[src/hdl/icache_tag_defines.svh]
/*
 * Tag array geometry for the two-way instruction cache
 * Lookup latency in rising edges
 */

`ifndef ICACHE_TAG_DEFINES_SVH
`define ICACHE_TAG_DEFINES_SVH

// Tag bits stored per way
`define TAG_WIDTH 23

// Set index bits, one SRAM word per set
`define INDEX_WIDTH 6
`define NUM_SETS 64

// Associativity
`define NUM_WAYS 2

// One way entry is valid plus tag
`define WAY_WIDTH 24

// Full set word, way 1 in the upper half
`define WORD_WIDTH 48

// Rising edges from request to registered response
`define LOOKUP_LATENCY 2

`endif

[src/hdl/icache_tag_pkg.sv]
/*
 * Shared types for the tag path: way entry, set word union,
 * way index
 */

`default_nettype none

`include "icache_tag_defines.svh"

package icache_tag_pkg;

  // One way of a set
  // Valid sits in the top bit, tag below it
  typedef struct packed {
    logic                  valid;
    logic [`TAG_WIDTH-1:0] tag;
  } way_entry_t;

  // A whole SRAM word
  // Seen either as raw bits for the array port
  // or split per way, index 1 is the upper half
  typedef union packed {
    logic [`WORD_WIDTH-1:0]           raw;
    way_entry_t [`NUM_WAYS-1:0]       way;
  } set_word_u;

  // Names one of the two ways
  typedef logic way_idx_t;

endpackage

`default_nettype wire

[src/hdl/hit_resolve.sv]
/*
 * Hit resolver: decodes the set word, compares both ways
 * against the carried tag, registers the response
 */

`timescale 1ns/1ps
`default_nettype none

`include "icache_tag_defines.svh"

module hit_resolve (
  input  wire logic                     clk0,
  input  wire logic                     init,
  // Set word from the SRAM, valid from the falling edge
  input  wire logic [`WORD_WIDTH-1:0]   dout,
  // Carried lookup
  input  wire logic                     lookup_pending,
  input  wire logic [`TAG_WIDTH-1:0]    lookup_tag,
  // Response, one cycle wide
  output      logic                     rsp_valid,
  output      logic                     rsp_hit,
  output      icache_tag_pkg::way_idx_t rsp_way
);

  icache_tag_pkg::set_word_u rd_word;
  logic [`NUM_WAYS-1:0]      way_hit;
  logic                      any_hit;
  icache_tag_pkg::way_idx_t  hit_way;

  // Split the raw word into its two way entries
  always_comb begin
    rd_word.raw = dout;
  end

  // Per-way compare, needs valid and an exact tag
  always_comb begin
    for (int w = 0; w < `NUM_WAYS; w++) begin
      way_hit[w] = rd_word.way[w].valid && (rd_word.way[w].tag == lookup_tag);
    end
  end

  assign any_hit = |way_hit;

  // Way 0 has priority
  // Miss also reports way 0
  always_comb begin
    if (way_hit[0])
      hit_way = 1'b0;
    else if (way_hit[1])
      hit_way = 1'b1;
    else
      hit_way = 1'b0;
  end

  // Registered at the second rising edge after the request
  // Nothing is reported for idle cycles or fills
  always_ff @(posedge clk0 or posedge init) begin
    if (init) begin
      rsp_valid <= 1'b0;
      rsp_hit   <= 1'b0;
      rsp_way   <= 1'b0;
    end else begin
      rsp_valid <= lookup_pending;
      rsp_hit   <= lookup_pending && any_hit;
      rsp_way   <= lookup_pending ? hit_way : 1'b0;
    end
  end

endmodule

`default_nettype wire

[config.mk]
export PLATFORM = sky130hd
export DESIGN_NAME = hit_resolve
export DESIGN_NICKNAME = d
export VERILOG_FILES = /design/src/hdl/icache_tag_pkg.sv /design/src/hdl/hit_resolve.sv
export VERILOG_INCLUDE_DIRS = /design/src /design/src/hdl
export SDC_FILE = /design/constraint.sdc
export NUM_CORES = 1
export LEC_CHECK = 0
export BUFFER_PORTS_ARGS = -buffer_cell sky130_fd_sc_hd__buf_2
export CORE_MARGIN = 5
export CORE_UTILIZATION = 32
export DETAILED_ROUTE_END_ITERATION = 16
export GPL_ROUTABILITY_DRIVEN = 0
export PLACE_DENSITY = 0.8
export SETUP_SLACK_MARGIN = 0.5
export SYNTH_ARGS = -nofsm -noshare
export SYNTH_HDL_FRONTEND = slang
export SYNTH_SLANG_ARGS = --single-unit
[constraint.sdc]
create_clock -name clk0 -period 0.8 [get_ports clk0]
set_input_delay 0 -clock clk0 [delete_from_list [all_inputs] [get_ports clk0]]
set_output_delay 0 -clock clk0 [all_outputs]
set_load 0.005 [all_outputs]
## Yosys cells after proc, flatten, opt, wreduce, memory -nomap -nowiden

Cells that the tools add are included.

| cells by class | value |
|---|---|
| equality and inequality tests | 2 |
| mux-type cells | 3 |
| reductions and logical operators | 4 |

Operators with widths:

| kind | number |
|---|---|
| $eq 23x23->1 | 2 |
| $logic_and 1x1->1 | 3 |
| $mux 1 | 3 |
| $reduce_or 2->1 | 1 |

| storage, ports and cells | value |
|---|---|
| register bits after elaboration | 3 |
| output and inout bits | 3 |
| word-level logic and storage cells | 12 |

## Logic depth before layout (Yosys ltp)

Gate-level depths: netlist (run 1).

| logic depth | value |
|---|---|
| depth in word-level cells | 5 |
| depth in mapped cells | 5 |

## Worst setup path before layout (run 1)

No wires, ideal clock.

| path | value |
|---|---|
| path kind | input to register |
| start | input port lookup_tag[4] |
| end | register rsp_way |
| data arrival time | 0.679 ns |
| path slack | 0.040 ns |
| stages | 5 |
| buffers on the path | 0 |
| path through | xnor2_1 nand3_1 nor4_2 nand4_1 a31oi_1 |

| between the ends | value |
|---|---|
| word-level cells in the longest chain between the ends | 5 |

RTL lines:

| item | line | text |
|---|---|---|
| from (decl) | hit_resolve.sv:18 | `` input wire logic [`TAG_WIDTH-1:0] lookup_tag, `` |
| $eq 23x23->1 | hit_resolve.sv:38 | `way_hit[w] = rd_word.way[w].valid && (rd_word.way[w].tag == lookup_tag);` |
| $logic_and 1x1->1 | hit_resolve.sv:38 |  |
| $mux 1 | hit_resolve.sv:49 | `else if (way_hit[1])` |
| $mux 1 (*) | hit_resolve.sv:47 | `if (way_hit[0])` |
| $mux 1 (*) | hit_resolve.sv:65 | `rsp_way <= lookup_pending ? hit_way : 1'b0;` |
| to (signal assigned) | hit_resolve.sv:65 |  |
| to (decl) | hit_resolve.sv:22 | `output icache_tag_pkg::way_idx_t rsp_way` |

Mark *: on every way between the ends. The rest lies on a longest branch, timed or not.

## Worst setup path after layout (run 1)

| path | value |
|---|---|
| start | input port dout[28] |
| end | register rsp_way |

| between the ends | value |
|---|---|
| word-level cells in the longest chain between the ends | 5 |

RTL lines:

| item | line | text |
|---|---|---|
| from (decl) | hit_resolve.sv:15 | `` input wire logic [`WORD_WIDTH-1:0] dout, `` |
| $eq 23x23->1 | hit_resolve.sv:38 |  |
| $logic_and 1x1->1 | hit_resolve.sv:38 |  |
| $mux 1 | hit_resolve.sv:49 |  |
| $mux 1 | hit_resolve.sv:47 |  |
| $mux 1 | hit_resolve.sv:65 |  |

No other way between the ends.

==> results of run 1 <==
==> power breakdown <==
part           switching [mW]  internal [mW]  total [mW]
clock                  0.0746          0.187       0.261
combinational           0.220          0.355       0.575
sequential           0.000478          0.155       0.156
==> stage by stage <==
step                instances  instance area [µm²]  hold slack (ns)  setup TNS (ns)
detailed placement        174                 1044          -0.1294         -0.3512
floorplan                  70                609.3          -0.2464               0
global placement          174                 1044          -0.1363         -0.3824
global route              178                 1235          -0.3697        -0.02453
CTS                       178                 1154          -0.3795               0
finish                    178                 1235          -0.3733               0
==> sequential cells by signal, indices dropped and copies added (netlist names) <==
signal     count
rsp_hit        1
rsp_way        1
rsp_valid      1
==> cell families (layout without fill, tap and decap cells) <==
kind of cell	after synthesis	after routing	synth area share (%)
flops	3	3	12.32
simple gates	19	19	19.92
buf+inv	1	84	0.6154
compound gates	1	1	1.027
xor+xnor	46	46	66.12
==> routing by layer <==
metal | wire [µm] | up-vias | share of wire (%)
li1 | - | 406 | -
met1 | 708 | 357 | 31
met2 | 1328 | 41 | 58
met3 | 230 | 2 | 10
met4 | 25 | 0 | 1.1
met5 | 0 | - | 0
==> synth_stat cells (all sizes together) <==
cell	number
nand4	10
xnor2	32
nor3	1
inv	1
a31oi	1
dfrtp	3
xor2	14
nor4	4
nor2	2
nand2	1
nand3	1
==> final timing paths <==
kind | from | end | slack, ns | cells after the start
min in group clk0 | lookup_pending | rsp_valid | 0.01 | 2
setup / recovery | dout[28] | rsp_way | 0.08 | 6
max in group asynchronous | init | rsp_way | 1.05 | 2
hold / removal | init | rsp_valid | -0.37 | 2
==> timing repair <==
action,CTS,global route
hold endpoints to repair,4,4
resized for setup,15,15
pin swaps,12,10
endpoints found under the setup margin,5,5
==> cell type report <==
| cell class | instances | area [µm²] |
|---|---|---|
| Multi-Input combinational cell | 66 | 588.1 |
| Fill cell | 165 | 529.3 |
| Timing Repair Buffer | 79 | 510.5 |
| Sequential cell | 3 | 75.07 |
| Tap cell | 25 | 31.28 |
| Clock buffer | 4 | 26.28 |
| Inverter | 1 | 3.754 |
==> impl_metrics.csv, run 1 <==
group,metric,value,unit
run_status,status,"finished, violations left",
run_status,violations,"negative hold slack",
critical_path,crit_path_end_kind,"flop",
layout,finish.utilization,70.00,%
critical_path,crit_type,"input pin to flop",
sta,hold_viol,3,
global_routing,track_usage,16.28,%
sta,setup_viol,0,
logic_synthesis,synthCells,70,
power_and_ir_drop,power_density,803.2,nW/µm²
floorplanning,io_pins,77,
critical_path,crit_arrival,0.87,ns
critical_path,cp-start-kind,"input pin",
layout,layout.nets,228,
sta,fmax,1381,MHz
sta,whs,-0.3733,ns
detailed_routing,drt_first_pass_iters,3,
sta,period_share,90.50,%
critical_path,crit_buf_inv,1,
critical_path,critPathTopFamily,"simple AND/OR/NAND/NOR gates",
floorplanning,fp.coreArea,1764,µm²
logic_synthesis,synth.avg_cell_area,8.705,µm²
detailed_routing,remaining_drc_errors,0,
clock_network,h-tree-depth,1,
detailed_routing,vias,806,
layout,area_growth,102.7,%
critical_path,cp_slowest_cell,"nor4_2",
logic_synthesis,yosys_warnings,0,
floorplanning,die-width,53.64,µm
logic_synthesis,syn_nets,144,
clock_network,cts-root-buf,"clkbuf_4",
power_and_ir_drop,power_leakage,0.5804,nW
detailed_routing,drtIter0Drc,4,
floorplanning,start_util,34.54,%
critical_path,cp_cell_sequence,"buf_8 > xnor2_4 > nand3_2 > nor4_2 > nand4_1 > a31oi_1",
logic_synthesis,synth_area_leaders,"xnor2_1 46%, xor2_1 20%, dfrtp_1 12%",
critical_path,cp_max_fo,2,
place,hpwlAfterDp,2021,µm
layout,layout_common_cells,"60 x buf_2, 29 x xnor2_1, 14 x buf_6",
layout,n_antenna_cell,0,
global_routing,antenna_found_initial,0,
global_routing,use_met1,16.56,%
critical_path,crit_required,0.95,ns
place,place.port_buffers,76,
power_and_ir_drop,ir_worst_vdd,388.2,µV
detailed_routing,antenna_left,0,
sta,worst_slack,0.07601,ns
logic_synthesis,synth.distinct_cells,12,
layout,drive_gt1_share,59.48,%
logic_synthesis,netlist_area,609.3,µm²
floorplanning,die_area,2877,µm²
clock_network,numCtsBuffers,3,
logic_synthesis,synth-seq-area-share,12.32,%
sta,rsz0062_at_grt,"true",
sta,worstMarginPinSlew,0.2349,ns
flow_run,cap_violations,0,
layout,final_common_cell,"buf_2",
floorplanning,die_h,53.64,µm
clock_network,cts_tree,"yes",
clock_network,cts_sinks,3,
power_and_ir_drop,finalPower,0.9919,mW
detailed_routing,via_per_inst,4.528,
global_routing,grt_max_degree,4,
global_routing,busiest_layer,"met2",
global_routing,met2_usage,32.04,%
logic_synthesis,synth_top_area_share,46.00,%
hold_path,worstHoldPathType,"input pin to asynchronous set/reset pin",
clock_network,clockBufferDepth,2,
global_routing,grt_overflow,0,
logic_synthesis,yosysTopAreaCell,"xnor2_1",
global_routing,grt_pass1_wl,3470,µm
sta,slew_viol_final,0,
place,place_ws,-0.2164,ns
detailed_routing,wirelength,2293,µm
logic_synthesis,synth-seq-cells,3,
clock_network,post-cts-setup-buffers,0,
clock_network,clk_pin_slew,0.04,ns
sta,relSlewSlack,84.21,%
global_routing,grt_pass1_vias,876,
critical_path,cpPeakStageDelay,0.21,ns
global_routing,use_met3,4.709,%
sta,period_needed,0.7240,ns
detailed_routing,drt-wirelength-per-cell,12.88,µm
floorplanning,row_count,15,
No activity file was read; power rests on OpenSTA's default activity.
==> inputs of run 2 (changes only) <==
Settings changed: BUFFER_PORTS_ARGS -buffer_cell sky130_fd_sc_hd__buf_2 to unset, CORE_AREA set to 5 5 42 44, CORE_MARGIN 5 to unset, CORE_UTILIZATION 32 to unset, CTS_CLUSTER_SIZE set to 40, DIE_AREA set to 0 0 47 49, DONT_BUFFER_PORTS set to 1, PLACE_DENSITY 0.8 to unset.
==> run 2 against run 1 <==
  * The run still ends with negative hold slack left
  * Critical endpoint unchanged
  * Sequential cell count is the same
  * Highest routed layer is now met3
  * Global-route usage shrank 1.4 points
  * Sequential share of layout area grew 4.9 points
  * Total power shrank 32%
  * Worst setup slack gained 0.10 ns
  * Count of clock-buffer cells in the layout is the same
  * Sequential power is essentially flat
  * First-iteration DRC count is the same
==> impl_metrics.csv, run 2 (synthesis gave the netlist of run 1 again) <==
group,metric,value,unit
critical_path,crit_type,"input pin to flop",
global_routing,grt_max_degree,4,
detailed_routing,drtIter0Drc,4,
clock_network,post-cts-setup-buffers,0,
sta,hold_viol,2,
sta,fmax,1610,MHz
flow_run,cap_violations,0,
run_status,status,"finished, violations left",
critical_path,crit_arrival,0.77,ns
place,place.port_buffers,0,
place,hpwlAfterDp,1551,µm
sta,whs,-0.2039,ns
detailed_routing,antenna_left,0,
floorplanning,die_h,49,µm
critical_path,critPathTopFamily,"simple AND/OR/NAND/NOR gates",
global_routing,track_usage,14.93,%
global_routing,antenna_found_initial,0,
global_routing,grt_pass1_vias,622,
floorplanning,io_pins,77,
floorplanning,die_area,2303,µm²
hold_path,worstHoldPathType,"input pin to flop",
layout,n_antenna_cell,0,
sta,rsz0062_at_grt,"true",
clock_network,cts_tree,"yes",
clock_network,clk_pin_slew,0.04,ns
critical_path,cp_cell_sequence,"xnor2_1 > nand4_1 > nor4_2 > nand4_1 > a31oi_1",
clock_network,cts_sinks,3,
detailed_routing,remaining_drc_errors,0,
sta,slew_viol_final,0,
floorplanning,fp.coreArea,1401,µm²
power_and_ir_drop,ir_worst_vdd,413.0,µV
floorplanning,row_count,14,
sta,relSlewSlack,82.69,%
detailed_routing,vias,524,
clock_network,numCtsBuffers,3,
sta,period_needed,0.6211,ns
critical_path,crit_path_end_kind,"flop",
clock_network,hold_buffers,1,
power_and_ir_drop,power_density,983.0,nW/µm²
global_routing,grt_overflow,0,
detailed_routing,drt-wirelength-per-cell,18.11,µm
layout,fin_cells,91,
layout,area_growth,12.32,%
critical_path,worst_path_most_repeated_cell,"nand4_1",
sta,period_share,77.64,%
global_routing,grt_pass1_wl,2532,µm
critical_path,cp_slowest_cell,"a31oi_1",
critical_path,cp-start-kind,"input pin",
detailed_routing,wirelength,1648,µm
critical_path,crit_buf_inv,0,
sta,setup_viol,0,
critical_path,cp_max_fo,2,
layout,drive_gt1_share,10.67,%
sta,worstMarginPinSlew,0.2573,ns
layout,biggestRegsByFlops,"rsp_hit x1, rsp_valid x1, rsp_way x1",
clock_network,cts-root-buf,"clkbuf_4",
power_and_ir_drop,finalPower,0.6727,mW
layout,layout.nets,150,
place,dp_cells,86,
run_status,violations,"negative hold slack",
layout,layout_common_cells,"31 x xnor2_1, 14 x xor2_1, 10 x nand4_1",
power_and_ir_drop,power_leakage,0.2157,nW
clock_network,h-tree-depth,1,
layout,final_common_cell,"xnor2_1",
detailed_routing,drt_first_pass_iters,4,
clock_network,clockBufferDepth,2,
critical_path,cpPeakStageDelay,0.17,ns
detailed_routing,via_per_inst,5.758,
floorplanning,start_util,43.48,%
critical_path,crit_required,0.94,ns
floorplanning,die-width,47,µm
run 2: cell count changes in the layout (fill, tap and decap cells not counted), moves of 2 or more:
cell and delta:
buf_6 -14, buf_2 -60, buf_4 -3, xnor2_1 +2, buf_8 -2
run 2: area by class of cell:
class,count,area (µm²)
multi-input cells,66,549.3
well taps,16,20.02
flip-flops and latches,3,75.07
fillers,147,716.9
inverters,1,3.754
repair buffers,1,10.01
clock buffers,4,26.28
run 2: worst paths after layout:
path,startpoint,end,slack (ns),cells past startpoint
min in group asynchronous,init,rsp_valid,0.08,2
max in group asynchronous,init,rsp_way,0.59,2
worst min-delay path,lookup_pending,rsp_valid,-0.20,0
worst max-delay path,lookup_tag[6],rsp_way,0.18,5
run 2: metrics by stage:
stage / instance area [µm²] / TNS (ns) / hold WS, ns / util, % / setup WS [ns]
2_1_floorplan: 609.3 / 0 / -0.2464 / - / 0.05672
3_3_place_gp: 629.4 / -0.05348 / -0.2393 / 44.91 / -0.05075
3_5_place_dp: 629.4 / -0.09124 / -0.2348 / 44.91 / -0.06408
4_1_cts: 684.4 / 0 / -0.2117 / 48.84 / 0.1801
5_1_grt: 684.4 / 0 / -0.2221 / 48.84 / 0.1044
6_report: 684.4 / 0 / -0.2039 / 48.84 / 0.1789
run 2: per-layer routing:
| metal | up-vias | wire length, µm | GRT usage, % | part of all wire, % |
|---|---|---|---|---|
| li1 | 250 | - | - | - |
| met1 | 239 | 450 | 14.29 | 27 |
| met2 | 35 | 1016 | 26.47 | 62 |
| met3 | 0 | 181 | 7.749 | 11 |
| met4 | 0 | 0 | 4.147 | 0 |
| met5 | - | 0 | 0 | 0 |
run 2: power breakdown:
| part | total (mW) | switching (mW) | leakage [nW] | internal (mW) |
|---|---|---|---|---|
| combinational | 0.255 | 0.0929 | 0.161 | 0.162 |
| sequential | 0.156 | 0.00116 | 0.0396 | 0.155 |
| clock | 0.262 | 0.0750 | 0.0150 | 0.187 |
run 2: what timing repair did:
action                     in CTS  in global routing
hold endpoints to repair        5                  2
resized for setup               3                  0
pin swaps                       2                  0
setup endpoints to repair       5                  5
