`config.mk`:
```
export PLATFORM = sky130hd
export DESIGN_NAME = tag_lookup_issue
export DESIGN_NICKNAME = d
export VERILOG_FILES = /design/src/hdl/icache_tag_pkg.sv /design/src/hdl/tag_lookup_issue.sv
export VERILOG_INCLUDE_DIRS = /design/src /design/src/hdl
export SDC_FILE = /design/constraint.sdc
export NUM_CORES = 1
export LEC_CHECK = 0
export ABC_CLOCK_PERIOD_IN_PS = 3900
export BUFFER_PORTS_ARGS = -buffer_cell sky130_fd_sc_hd__buf_2
export CORE_MARGIN = 2
export CORE_UTILIZATION = 48
export CTS_CLUSTER_SIZE = 16
export DETAILED_ROUTE_END_ITERATION = 7
export GPL_ROUTABILITY_DRIVEN = 1
export GPL_TIMING_DRIVEN = 0
export PLACE_DENSITY = 0.85
export SYNTH_ARGS = -nofsm -noshare
export SYNTH_HDL_FRONTEND = slang
export SYNTH_SLANG_ARGS = --single-unit
```
`constraint.sdc`:
```
create_clock -name clk0 -period 3.9 [get_ports clk0]
set_clock_uncertainty 0.05 [all_clocks]
set_input_delay 0.195 -clock clk0 [delete_from_list [all_inputs] [get_ports clk0]]
set_output_delay 0.195 -clock clk0 [all_outputs]
set_load 0.005 [all_outputs]
```
`src/hdl/icache_tag_defines.svh`:
```
/*
 * Tag array geometry for the two-way instruction cache
 * Lookup latency in rising edges
 */

`ifndef ICACHE_TAG_DEFINES_SVH
`define ICACHE_TAG_DEFINES_SVH

// Tag bits stored per way
`define TAG_WIDTH 23

// Set index bits, one SRAM word per set
`define INDEX_WIDTH 6
`define NUM_SETS 64

// Associativity
`define NUM_WAYS 2

// One way entry is valid plus tag
`define WAY_WIDTH 24

// Full set word, way 1 in the upper half
`define WORD_WIDTH 48

// Rising edges from request to registered response
`define LOOKUP_LATENCY 2

`endif

```
`src/hdl/icache_tag_pkg.sv`:
```
/*
 * Shared types for the tag path: way entry, set word union,
 * way index
 */

`default_nettype none

`include "icache_tag_defines.svh"

package icache_tag_pkg;

  // One way of a set
  // Valid sits in the top bit, tag below it
  typedef struct packed {
    logic                  valid;
    logic [`TAG_WIDTH-1:0] tag;
  } way_entry_t;

  // A whole SRAM word
  // Seen either as raw bits for the array port
  // or split per way, index 1 is the upper half
  typedef union packed {
    logic [`WORD_WIDTH-1:0]           raw;
    way_entry_t [`NUM_WAYS-1:0]       way;
  } set_word_u;

  // Names one of the two ways
  typedef logic way_idx_t;

endpackage

`default_nettype wire

```
`src/hdl/tag_lookup_issue.sv`:
```
/*
 * Request issue stage that registers the SRAM command per request
 * Builds fill words and carries the lookup tag to the resolver
 */

`timescale 1ns/1ps
`default_nettype none

`include "icache_tag_defines.svh"

module tag_lookup_issue (
  input  wire logic                     clk0,
  input  wire logic                     init,
  // Requester strobes
  input  wire logic                     req_valid,
  input  wire logic                     req_fill,
  input  wire logic [`INDEX_WIDTH-1:0]  req_index,
  input  wire logic [`TAG_WIDTH-1:0]    req_tag,
  input  wire icache_tag_pkg::way_idx_t req_way,
  // Registered SRAM port
  output      logic                     csb,
  output      logic                     web,
  output      logic [`NUM_WAYS-1:0]     wmask,
  output      logic [`INDEX_WIDTH-1:0]  addr,
  output      logic [`WORD_WIDTH-1:0]   din,
  // Lookup carry that lines up with dout at the resolver
  output      logic                     lookup_pending,
  output      logic [`TAG_WIDTH-1:0]    lookup_tag
);

  icache_tag_pkg::set_word_u fill_word;
  logic [`NUM_WAYS-1:0]      fill_mask;
  logic                      is_fill;
  logic                      is_lookup;

  // First carry stage lines up with the SRAM input registers
  logic                      pend_q1;
  logic [`TAG_WIDTH-1:0]     tag_q1;

  assign is_fill   = req_valid && req_fill;
  assign is_lookup = req_valid && !req_fill;

  // New valid entry placed in the named way only
  // The other half stays zero and is masked off anyway
  always_comb begin
    fill_word.raw                = '0;
    fill_word.way[req_way].valid = 1'b1;
    fill_word.way[req_way].tag   = req_tag;
    fill_mask                    = '0;
    fill_mask[req_way]           = 1'b1;
  end

  // Command strobes
  always_ff @(posedge clk0 or posedge init) begin
    if (init) begin
      csb   <= 1'b1;
      web   <= 1'b1;
      wmask <= '0;
    end else begin
      csb   <= !req_valid;
      web   <= !is_fill;
      // Lookups never write, so no way is selected
      wmask <= is_fill ? fill_mask : '0;
    end
  end

  // Address and write data
  always_ff @(posedge clk0 or posedge init) begin
    if (init) begin
      addr <= '0;
      din  <= '0;
    end else if (req_valid) begin
      addr <= req_index;
      din  <= fill_word.raw;
    end
  end

  // Pending bit through both stages
  always_ff @(posedge clk0 or posedge init) begin
    if (init) begin
      pend_q1        <= 1'b0;
      lookup_pending <= 1'b0;
    end else begin
      pend_q1        <= is_lookup;
      lookup_pending <= pend_q1;
    end
  end

  // Tag rides along with the pending bit
  always_ff @(posedge clk0 or posedge init) begin
    if (init) begin
      tag_q1     <= '0;
      lookup_tag <= '0;
    end else begin
      tag_q1     <= req_tag;
      lookup_tag <= tag_q1;
    end
  end

endmodule

`default_nettype wire

```
Word level (Yosys, flattened, before mapping)
Index checks and enable logic that the tools add are counted.
{"block": "op_classes", "n_addsub": 0, "n_mul": 0, "n_div": 0, "n_lt_le_gt_ge": 2, "eq_ne": 0, "shifts": 0, "mux": 8, "bitwise_logic": 0, "reduce_logical": 6}
{"operator": "$bwmux 48", "count": 1}
{"operator": "$demux 24 s1", "count": 2}
{"operator": "$mux 24", "count": 1}
{"operator": "$mux 23", "count": 1}
{"operator": "$logic_and 1x1->1", "count": 3}
{"operator": "$logic_not 1->1", "count": 3}
{"operator": "$lt 1x2->1 const B", "count": 1}
{"operator": "$mux 2", "count": 1}
{"operator": "$demux 1 s1", "count": 1}
{"operator": "$ge 1x1->1 const B", "count": 1}
{"operator": "$mux 1", "count": 1}
{"block": "word_totals", "ff_bits": 106, "latch_bits": 0, "mem_bits_rw": 0, "rom_bits": 0, "input_bits": 34, "mem_count": 0}

Depth between registers and ports, before layout
Gate-level depths: netlist of run 1.
{"block": "logic_depth", "word_depth": 5, "ltp_mapped": 5, "mapped_depth_nobuf": 2}

Worst setup path after synthesis of run 1
Ideal clock, no wire load.
{"block": "synth_timing", "path_kind": "in2reg", "from": "in req_valid", "to": "reg din[34]", "setup_time_ns": 0.121, "arrival_time_ns": 0.860, "required_time_ns": 3.729, "path_slack_ns": 2.869, "cell_stages": 5, "n_path_buf": 3, "cell_sequence": "buf_6 > and2_4 > buf_6 > buf_6 > a22o_1"}
{"item": "start, declared", "line_no": "tag_lookup_issue.sv:15", "rtl": "input wire logic req_valid,"}
{"item": "end signal, assigned", "line_no": "tag_lookup_issue.sv:74", "rtl": "din <= fill_word.raw;"}
{"item": "end, declared", "line_no": "tag_lookup_issue.sv:25", "rtl": "output logic [`WORD_WIDTH-1:0] din,"}

Worst setup path after layout of run 1
{"block": "layout_timing", "from": "in req_way", "to": "reg din[7]"}
{"block": "layout_via", "elab_chain_len": 5, "word_cells_on_any_way": 6}
{"item": "start, declared", "line_no": "tag_lookup_issue.sv:19", "rtl": "input wire icache_tag_pkg::way_idx_t req_way,"}
{"item": "$lt 1x2->1 (implied by the code) or $ge 1x1->1 (tied branches)", "line_no": "tag_lookup_issue.sv:48", "rtl": "fill_word.way[req_way].tag = req_tag;"}
{"item": "$logic_and 1x1->1 (implied by the code)", "line_no": "tag_lookup_issue.sv:48"}
{"item": "$mux 23 (implied by the code)", "line_no": "tag_lookup_issue.sv:48"}
{"item": "$demux 24 s1 *", "line_no": "tag_lookup_issue.sv:48"}
{"item": "$bwmux 48 *", "line_no": "tag_lookup_issue.sv:48"}
Mark *: on every way between the ends. The rest lies on a longest branch, timed or not.
A chain may end at the register's enable or synchronous reset.

==> results.toml, run 1 <==
[die]
die_x_um = 86.5
start_util = 0.489
core_area_um2 = 6680
die_y_um = 86.5
row_count = 30
dieArea_um2 = 7480
io_pins = 116

[final_layout]
nets = 367
insertedDiodeCount = 0
final_core_util = 0.666
multi_input_area_um2 = 518
seqCellArea_um2 = 2660
area_delta_synth_final_pct = 36.2
n_fill_cell = 495
drive_above_1_share = 0.435

[logic_synthesis]
syn_inst = 180
synth_cell_types = 13
synth_top_area_share = 0.797
syn_avg_cell_area_um2 = 18.1
syn_nets = 214
synth_commonest_cells = "dfrtp_1, a22o_1, buf_2"
synthFlopType = "dfrtp_1"
yosysMostFrequentCell = "dfrtp_1"
synth_area_leaders = "dfrtp_1, a22o_1, mux2_1"
synth_seq_cells = 106
ys_seq_area_frac = 0.813
yosys.area.top_type = "dfrtp_1"
netlist_area_um2 = 3270
yosysWarnings = 0
synth_edf_count = 0
async_reset_ff_frac = 1.00

[critical_path]
path_max_fanout = 10
startpoint = "req_way"
cp-start-kind = "input pin"
r2r-start = "addr[4]"
cp.arrival_ns = 1.59
required_ns = 4.13
critical_path_class = "input pin to flip-flop"
worst_setup_path_end_kind = "flip-flop"

[run_status]
status = "finished, final reports clean"

[power_and_ir_drop]
power.net_switching_mw = 0.478
p_seq_frac = 0.566
internal_power_mw = 1.65
p_clk_frac = 0.334
p_sw_frac = 0.225
power_density_nw_per_um2 = 477
pwr-share-comb = 0.099
ir_drop_mv = 0.236
total_leakage_power_nw = 2.33

[timing]
finalMaxSlewViolations = 0
setup_viol = 0
setup_tns_ns = 0
hold_slack_ns = 0.0172
fmax_mhz = 735
fin_crit_sh = 0.349
max-slew-margin-rel = 0.588
rsz0062_at_grt = "no"
period_minus_slack_ns = 1.36
hold_violations = 0
finalWorstSetupSlack_ns = 2.54
tightest_slew_ns = 0.619

[global_routing]
gr-usage-all-layers = 0.194
antenna_found_initial = 0
grt-ovfl-total = 0
grt_pass1_wl_um = 11100
grt_max_degree = 57
grt_pass1_vias = 2165

[routing]
vias = 2091
drt_pass1_iterations = 4
wirelength_met1_um = 2850
viasPerCell = 5.00
wl_per_cell_um = 16.4
drtAntennaViolNets = 0
drc_errors = 0
wl_met2_um = 3640
wl_met3_um = 332
drtIter0Drc = 62
top_layer_used = "met4"
wl_um = 6860

[clock_tree]
clock_latency_ns = 0.33
cts_buffers = 9
cts_max_level = 3
root_buffer = "clkbuf_8"
clockBufferDepth = 2
cts.repair.resized = 0
cts_tree = "built"
path_clk_slew_ns = 0.10
cts.sinks = 106

[flow_run]
drv_cap = 0

[placed_design]
hpwl_um = 4600
gp_congestion = 0.732
portBuffers = 115
place_ws_ns = 2.67

[hold_path]
hold_class = "input pin to flip-flop"
min_from = "req_index[3]"
==> metal layers <==
metal,track usage,vias to the layer above
met5,0,-
met1,0.249,1072
met2,0.336,68
li1,-,947
met3,0.0362,4
met4,0.0639,0
==> final timing paths <==
check	end	slack [ns]	cells after the start
setup reg to reg	addr[4]	3.07	1
hold / removal	addr[3]	0.02	2
setup / recovery	din[7]	2.54	6
min in group asynchronous	lookup_tag[12]	0.44	3
max in group asynchronous	web	2.63	4
hold reg to reg	lookup_tag[10]	0.31	0
==> registers in the layout, summed over array words and instances, names as in the netlist <==
name and count:
tag_q1 23, pend_q1 1, csb 1, lookup_pending 1
web 1, wmask 2, lookup_tag 23, addr 6
din 48
==> layout make-up <==
class	count	share of cell area
plain buffers	12	0.0191
clock buffers	10	0.0287
clock inverters	6	0.0200
inverters	2	0.00225
multi-input cells	60	0.116
flip-flops and latches	106	0.597
well taps	80	0.0225
repair buffers	142	0.194
==> power groups by stage <==
stage | combinational [mW] | sequential [mW] | clock (mW)
final | 0.211 | 1.20 | 0.710
after global routing | 0.234 | 1.21 | 0.777
after global placement | 0.185 | 1.22 | 0
after floorplan | 0.0770 | 1.23 | 0
after detailed placement | 0.195 | 1.22 | 0
after CTS | 0.215 | 1.20 | 0.726
==> worst max-delay path, stage by stage <==
cell,delay (ns)
dlygate4sd3_1,0.53
buf_2,0.15
nor2b_1,0.09
buf_2,0.17
buf_2,0.27
a22o_1,0.19
==> through the flow <==
| stage | instance area, µm² | total power, mW | cells |
|---|---|---|---|
| global route | 4450 | 2.22 | 418 |
| finish | 4450 | 2.12 | 418 |
| global placement | 3940 | 1.40 | 375 |
| floorplan | 3270 | 1.30 | 180 |
| CTS | 4450 | 2.14 | 418 |
| detailed placement | 3970 | 1.42 | 376 |
==> cell families (layout without fill, tap and decap cells) <==
group | Yosys count | count (layout) | synth area share
flops | 106 | 106 | 0.813
simple gates | 6 | 6 | 0.00996
buf+inv | 14 | 172 | 0.0284
compound gates | 48 | 48 | 0.128
mux | 6 | 6 | 0.0207
==> cells in the final DEF, fill, tap and decap left out, types with 2 or more instances in the layout <==
cell and count:
nor2_1 2, dlygate4sd3_1 26, clkinvlp_4 2, clkbuf_8 9, a22o_1 46, mux2_1 6
a21o_1 2, dfstp_2 2, dfrtp_1 104, bufinv_16 2, buf_6 4, buf_2 123
==> repair_timing <==
item	CTS	global route
hold buffers	26	0
setup buffers	0	0
endpoints found under the hold margin	76	0
(Power assumes the default switching activity.)
==> run 2: changes to the inputs <==
--- a/config.mk
+++ b/config.mk
@@ -6,15 +6,16 @@
 export SDC_FILE = /design/constraint.sdc
 export NUM_CORES = 1
 export LEC_CHECK = 0
-export ABC_CLOCK_PERIOD_IN_PS = 3900
+export ABC_AREA = 1
+export ABC_CLOCK_PERIOD_IN_PS = 1400
 export BUFFER_PORTS_ARGS = -buffer_cell sky130_fd_sc_hd__buf_2
 export CORE_MARGIN = 2
-export CORE_UTILIZATION = 48
+export CORE_UTILIZATION = 49
 export CTS_CLUSTER_SIZE = 16
 export DETAILED_ROUTE_END_ITERATION = 7
 export GPL_ROUTABILITY_DRIVEN = 1
 export GPL_TIMING_DRIVEN = 0
-export PLACE_DENSITY = 0.85
+export PLACE_DENSITY = 0.86
 export SYNTH_ARGS = -nofsm -noshare
 export SYNTH_HDL_FRONTEND = slang
 export SYNTH_SLANG_ARGS = --single-unit
==> constraint.sdc (replaced) <==
create_clock -name clk0 -period 1.4 [get_ports clk0]
set_clock_uncertainty 0.05 [all_clocks]
set_input_delay 0.07 -clock clk0 [delete_from_list [all_inputs] [get_ports clk0]]
set_output_delay 0.07 -clock clk0 [all_outputs]
set_load 0.005 [all_outputs]
==> run 2 against run 1 <==
- register-to-register slack worse by 2.4 ns
- worst hold slack better by 0.28 ns
- cell count up 32%
- synthesized cell count up 62%
- first-iteration DRC count rose to 2.6 times the previous value
- sequential share of layout area down 3.7 points
- critical endpoint is now din[1]
==> results.toml, run 2 <==
[run_status]
status = "finished, final reports clean"

[final_layout]
n_fill_cell = 512
seqCellArea_um2 = 2660
area_delta_synth_final_pct = 37.2
drive_above_1_share = 0.334
fin_cells = 551
nets = 484
top_register = "din"
layout_common_cells = "buf_2, nand2_1, dfrtp_1, nand3_1, dlygate4sd3_1"
largest_reg_flops = 48
final_common_cell = "buf_2"
largestRegisters = "din x48, lookup_tag x23, tag_q1 x23"
multi_input_area_um2 = 678
insertedDiodeCount = 0

[timing]
setup_viol = 0
period_minus_slack_ns = 1.18
tightest_slew_ns = 0.688
fmax_mhz = 846
hold_violations = 0
max-slew-margin-rel = 0.541
fin_crit_sh = 0.844
rsz0062_at_grt = "no"
finalMaxSlewViolations = 0

[global_routing]
grt_pass1_vias = 2680
gr-usage-all-layers = 0.227
grt_pass1_wl_um = 13000
grt_max_degree = 47
antenna_found_initial = 0
grt-ovfl-total = 0

[logic_synthesis]
synth_commonest_cells = "nand2_1, dfrtp_1, nand3_1"
yosysWarnings = 0
synth_edf_count = 0
yosysMostFrequentCell = "nand2_1"
synth_top_area_share = 0.752
syn_inst = 291
async_reset_ff_frac = 1.00
ys_seq_area_frac = 0.767
syn_nets = 325
netlist_area_um2 = 3460
synth_cell_types = 11
yosys.area.top_type = "dfrtp_1"
synthFlopType = "dfrtp_1"
synth_seq_cells = 106
syn_avg_cell_area_um2 = 11.9
synth_area_leaders = "dfrtp_1, nand2_1, nand3_1"

[clock_tree]
cts.sinks = 106
clockBufferDepth = 2
cts_max_level = 3
root_buffer = "clkbuf_8"
post-cts-setup-buffers = 0
clock_latency_ns = 0.35
cts_tree = "built"
cts_buffers = 9
path_clk_slew_ns = 0.10

[placed_design]
hpwl_um = 5460
portBuffers = 113
placedCellCount = 502
gp_congestion = 0.804

[critical_path]
crit_buf_inv = 4
required_ns = 1.64
worst_setup_path_end_kind = "flip-flop"
cpPeakStageDelay_ns = 0.53
cp-start-kind = "input pin"
path_cells = "dlygate4sd3_1 > buf_2 > inv_2 > buf_2 > nand3_1 > nand2_1"
path_delay_family = "buffers and inverters"
critical_path_class = "input pin to flip-flop"
path_max_fanout = 10
rrSetupSlack_ns = 0.68
crit_path_top_delay_cell = "dlygate4sd3_1"
cp.arrival_ns = 1.42
crit_top_cell = "buf_2"

[routing]
drtIter0Drc = 162
drt_pass1_iterations = 4
viasPerCell = 4.89
wl_per_cell_um = 15.2
drtAntennaViolNets = 0
vias = 2694
drc_errors = 0
wl_um = 8350

[power_and_ir_drop]
ir_drop_mv = 0.573
total_leakage_power_nw = 2.60
power.total_mw = 6.05
power_density_nw_per_um2 = 1280

[die]
die_y_um = 88.0
dieArea_um2 = 7750
die_x_um = 88.0
core_area_um2 = 6830
row_count = 30
start_util = 0.506
io_pins = 116

[hold_path]
hold_class = "flip-flop to flip-flop"

[flow_run]
drv_cap = 0
run 2: changes by cell type after synthesis, sizes merged, moves of 2 or more:
cell	delta
mux2	-6
a21o	-2
a22o	-46
buf	+5
nand3	+46
nand2	+114
run 2: repair_timing:
item                                   CTS  global route
hold buffers                            33             0
resized for setup                        0             0
endpoints found under the hold margin  109             0
run 2: cells by family after synthesis:
group | count (synthesis) | share of synthesized area
and+or+nand+nor | 164 | 0.195
DFF | 106 | 0.767
buffers and inverters | 20 | 0.0365
AOI/OAI and AO/OA | 1 | 0.00145
run 2: worst paths after layout:
kind,startpoint,to,cells after the start
hold / removal,tag_q1[7],lookup_tag[7],0
hold reg to reg,tag_q1[7],lookup_tag[7],0
setup reg to reg,din[23],din[23],2
min in group asynchronous,init,lookup_tag[7],3
setup / recovery,req_way,din[1],6
max in group asynchronous,init,web,4
run 2: stage by stage:
step                      TNS [ns]  area (µm²)  hold WS, ns   util  setup slack (ns)
after global routing             0        4750        0.307  0.695             0.149
after CTS                        0        4750        0.295  0.695             0.255
after global placement      -55.66        4150        0.158  0.607            -0.538
after detailed placement         0        4190        0.157  0.613             0.412
final                            0        4750        0.293  0.695             0.218
after floorplan                  0        3460       0.0514      -           0.00810
run 2: area by class of cell:
class | count | area share
repair buffers | 148 | 0.197
inverters | 3 | 0.00316
flip-flops and latches | 106 | 0.559
well taps | 96 | 0.0253
clock buffers | 11 | 0.0298
plain buffers | 17 | 0.0243
multi-input cells | 165 | 0.143
clock inverters | 5 | 0.0179
run 2: metal layers:
layer,track usage,vias to the layer above,wire length (µm)
li1,-,1231,-
met1,0.301,1327,3480
met2,0.366,126,4230
met3,0.0368,10,494
met4,0.118,0,143
met5,0,-,0
run 2: worst reg2reg max path, cell delays in order, from the launching register on:
cell and delay, ns:
dfrtp_1 0.40, nand2_1 0.06, o21ai_0 0.09
run 2: power by group:
group,total (mW),switching [mW],internal [mW]
Combinational,0.642,0.347,0.295
Clock,2.07,0.998,1.07
Sequential,3.35,0.0876,3.26
Total,6.05,1.43,4.62
==> run 3: changes to the inputs <==
--- a/config.mk
+++ b/config.mk
@@ -7,7 +7,7 @@
 export NUM_CORES = 1
 export LEC_CHECK = 0
 export ABC_AREA = 1
-export ABC_CLOCK_PERIOD_IN_PS = 1400
+export ABC_CLOCK_PERIOD_IN_PS = 1100
 export BUFFER_PORTS_ARGS = -buffer_cell sky130_fd_sc_hd__buf_2
 export CORE_MARGIN = 2
 export CORE_UTILIZATION = 49
==> constraint.sdc (replaced) <==
create_clock -name clk0 -period 1.1 [get_ports clk0]
set_clock_uncertainty 0.05 [all_clocks]
set_input_delay 0.055 -clock clk0 [delete_from_list [all_inputs] [get_ports clk0]]
set_output_delay 0.055 -clock clk0 [all_outputs]
set_load 0.005 [all_outputs]
==> run 3 against run 2 <==
- the flow now finishes with violations (negative hold slack)
- final area increased by 0.26%
- first-iteration DRC count decreased by 1.2%
- via count increased by 0.48%
- critical path depth decreased by 5
- cell count unchanged
- highest routed layer unchanged
==> results.toml, run 3 (synthesis results as in run 2) <==
[clock_tree]
holdBufCountCts = 33
root_buffer = "clkbuf_8"
cts.sinks = 106
cts_buffers = 9
path_clk_slew_ns = 0.11
post-cts-setup-buffers = 0
cts_tree = "built"
clockBufferDepth = 2
cts_max_level = 3
clock_latency_ns = 0.36

[placed_design]
portBuffers = 113
place_ws_ns = 0.127
gp_congestion = 0.804
hpwl_um = 5460

[critical_path]
cp-start-kind = "flip-flop"
reg2regPathDepth = 2
path_cells = "buf_6"
path_max_fanout = 1
r2r-start = "din[6]"
critical_path_class = "flip-flop to output port"
crit_path_top_delay_cell = "dfstp_2"
rrSetupSlack_ns = 0.37
crit_buf_inv = 1
path_delay_family = "flip-flops"
required_ns = 1.00
cpPeakStageDelay_ns = 0.54
rr_endpoint = "din[6]"
worst_setup_path_end_kind = "output port"
cp.arrival_ns = 0.98

[global_routing]
grt_pass1_wl_um = 13100
gr-usage-all-layers = 0.229
grt-ovfl-total = 0
grt_pass1_vias = 2669
grt_max_degree = 47
antenna_found_initial = 0

[final_layout]
top_register = "din"
layout_common_cells = "buf_2, nand2_1, dfrtp_1, nand3_1, dlygate4sd3_1"
final_core_util = 0.697
final_common_cell = "buf_2"
nets = 484
largestRegisters = "din x48, lookup_tag x23, tag_q1 x23"
largest_reg_flops = 48
area_delta_synth_final_pct = 37.5
insertedDiodeCount = 0
drive_above_1_share = 0.334

[timing]
setup_viol = 0
rsz0062_at_grt = "yes"
tightest_slew_ns = 0.689
fmax_mhz = 919
setup_tns_ns = 0
finalWorstSetupSlack_ns = 0.0116
period_minus_slack_ns = 1.09
max-slew-margin-rel = 0.539
hold_slack_ns = -0.273
hold_violations = 30
finalMaxSlewViolations = 0
fin_crit_sh = 0.989

[die]
core_area_um2 = 6830
io_pins = 116
start_util = 0.506
die_y_um = 88.0
row_count = 30
dieArea_um2 = 7750
die_x_um = 88.0

[routing]
viasPerCell = 4.91
wl_per_cell_um = 15.3
drc_errors = 0
wl_um = 8430
drtIter0Drc = 160
drt_pass1_iterations = 4
drtAntennaViolNets = 0
vias = 2707

[flow_run]
drv_cap = 0

[run_status]
violations = "negative hold slack"
status = "finished with violations"

[power_and_ir_drop]
power_density_nw_per_um2 = 1630
total_leakage_power_nw = 2.61
power.total_mw = 7.74
ir_drop_mv = 0.743

[hold_path]
hold_class = "input pin to asynchronous set/reset pin"
run 3: cell types whose count changed in the layout (fill, tap and decap cells not counted):
cell	before	now
buf_2	124	122
buf_6	4	6
run 3: power by group:
part	total [mW]	switching (mW)	internal [mW]
clock network	2.66	1.30	1.36
logic	0.824	0.444	0.380
registers	4.26	0.112	4.15
run 3: how the worst max path moves through the flow:
stage               to  depth (start not counted)  slack [ns]  startpoint
2_1_floorplan  addr[0]                          1       -0.28        init
3_5_place_dp       web                          3        0.13        init
5_1_grt            web                          1       -0.03         web
4_1_cts            web                          1      -0.005         web
3_3_place_gp   addr[0]                          2       -0.82        init
6_report           web                          1        0.01         web
run 3: cell type report:
class | instances | area [µm²]
clock buffers | 11 | 141
flip-flops and latches | 106 | 2660
multi-input cells | 165 | 678
plain buffers | 17 | 115
inverters | 3 | 15.0
repair buffers | 148 | 948
well taps | 96 | 120
fillers | 517 | 2070
clock inverters | 5 | 85.1
run 3: stage by stage:
stage	std cells	cell area [µm²]
6_report	551	4760
5_1_grt	551	4760
4_1_cts	551	4750
3_5_place_dp	502	4190
3_3_place_gp	500	4150
2_1_floorplan	291	3460
run 3: what timing repair did:
| item | CTS | global route |
|---|---|---|
| resized for setup | 1 | 1 |
| gates cloned | 0 | 0 |
| endpoints found under the setup margin | 2 | 2 |
| endpoints found under the hold margin | 109 | 30 |
run 3: per-layer routing:
metal	track usage	up-vias	routed length (µm)
li1	-	1233	-
met1	0.303	1326	3420
met3	0.0396	19	547
met4	0.120	0	223
met2	0.368	129	4240
met5	0	-	0
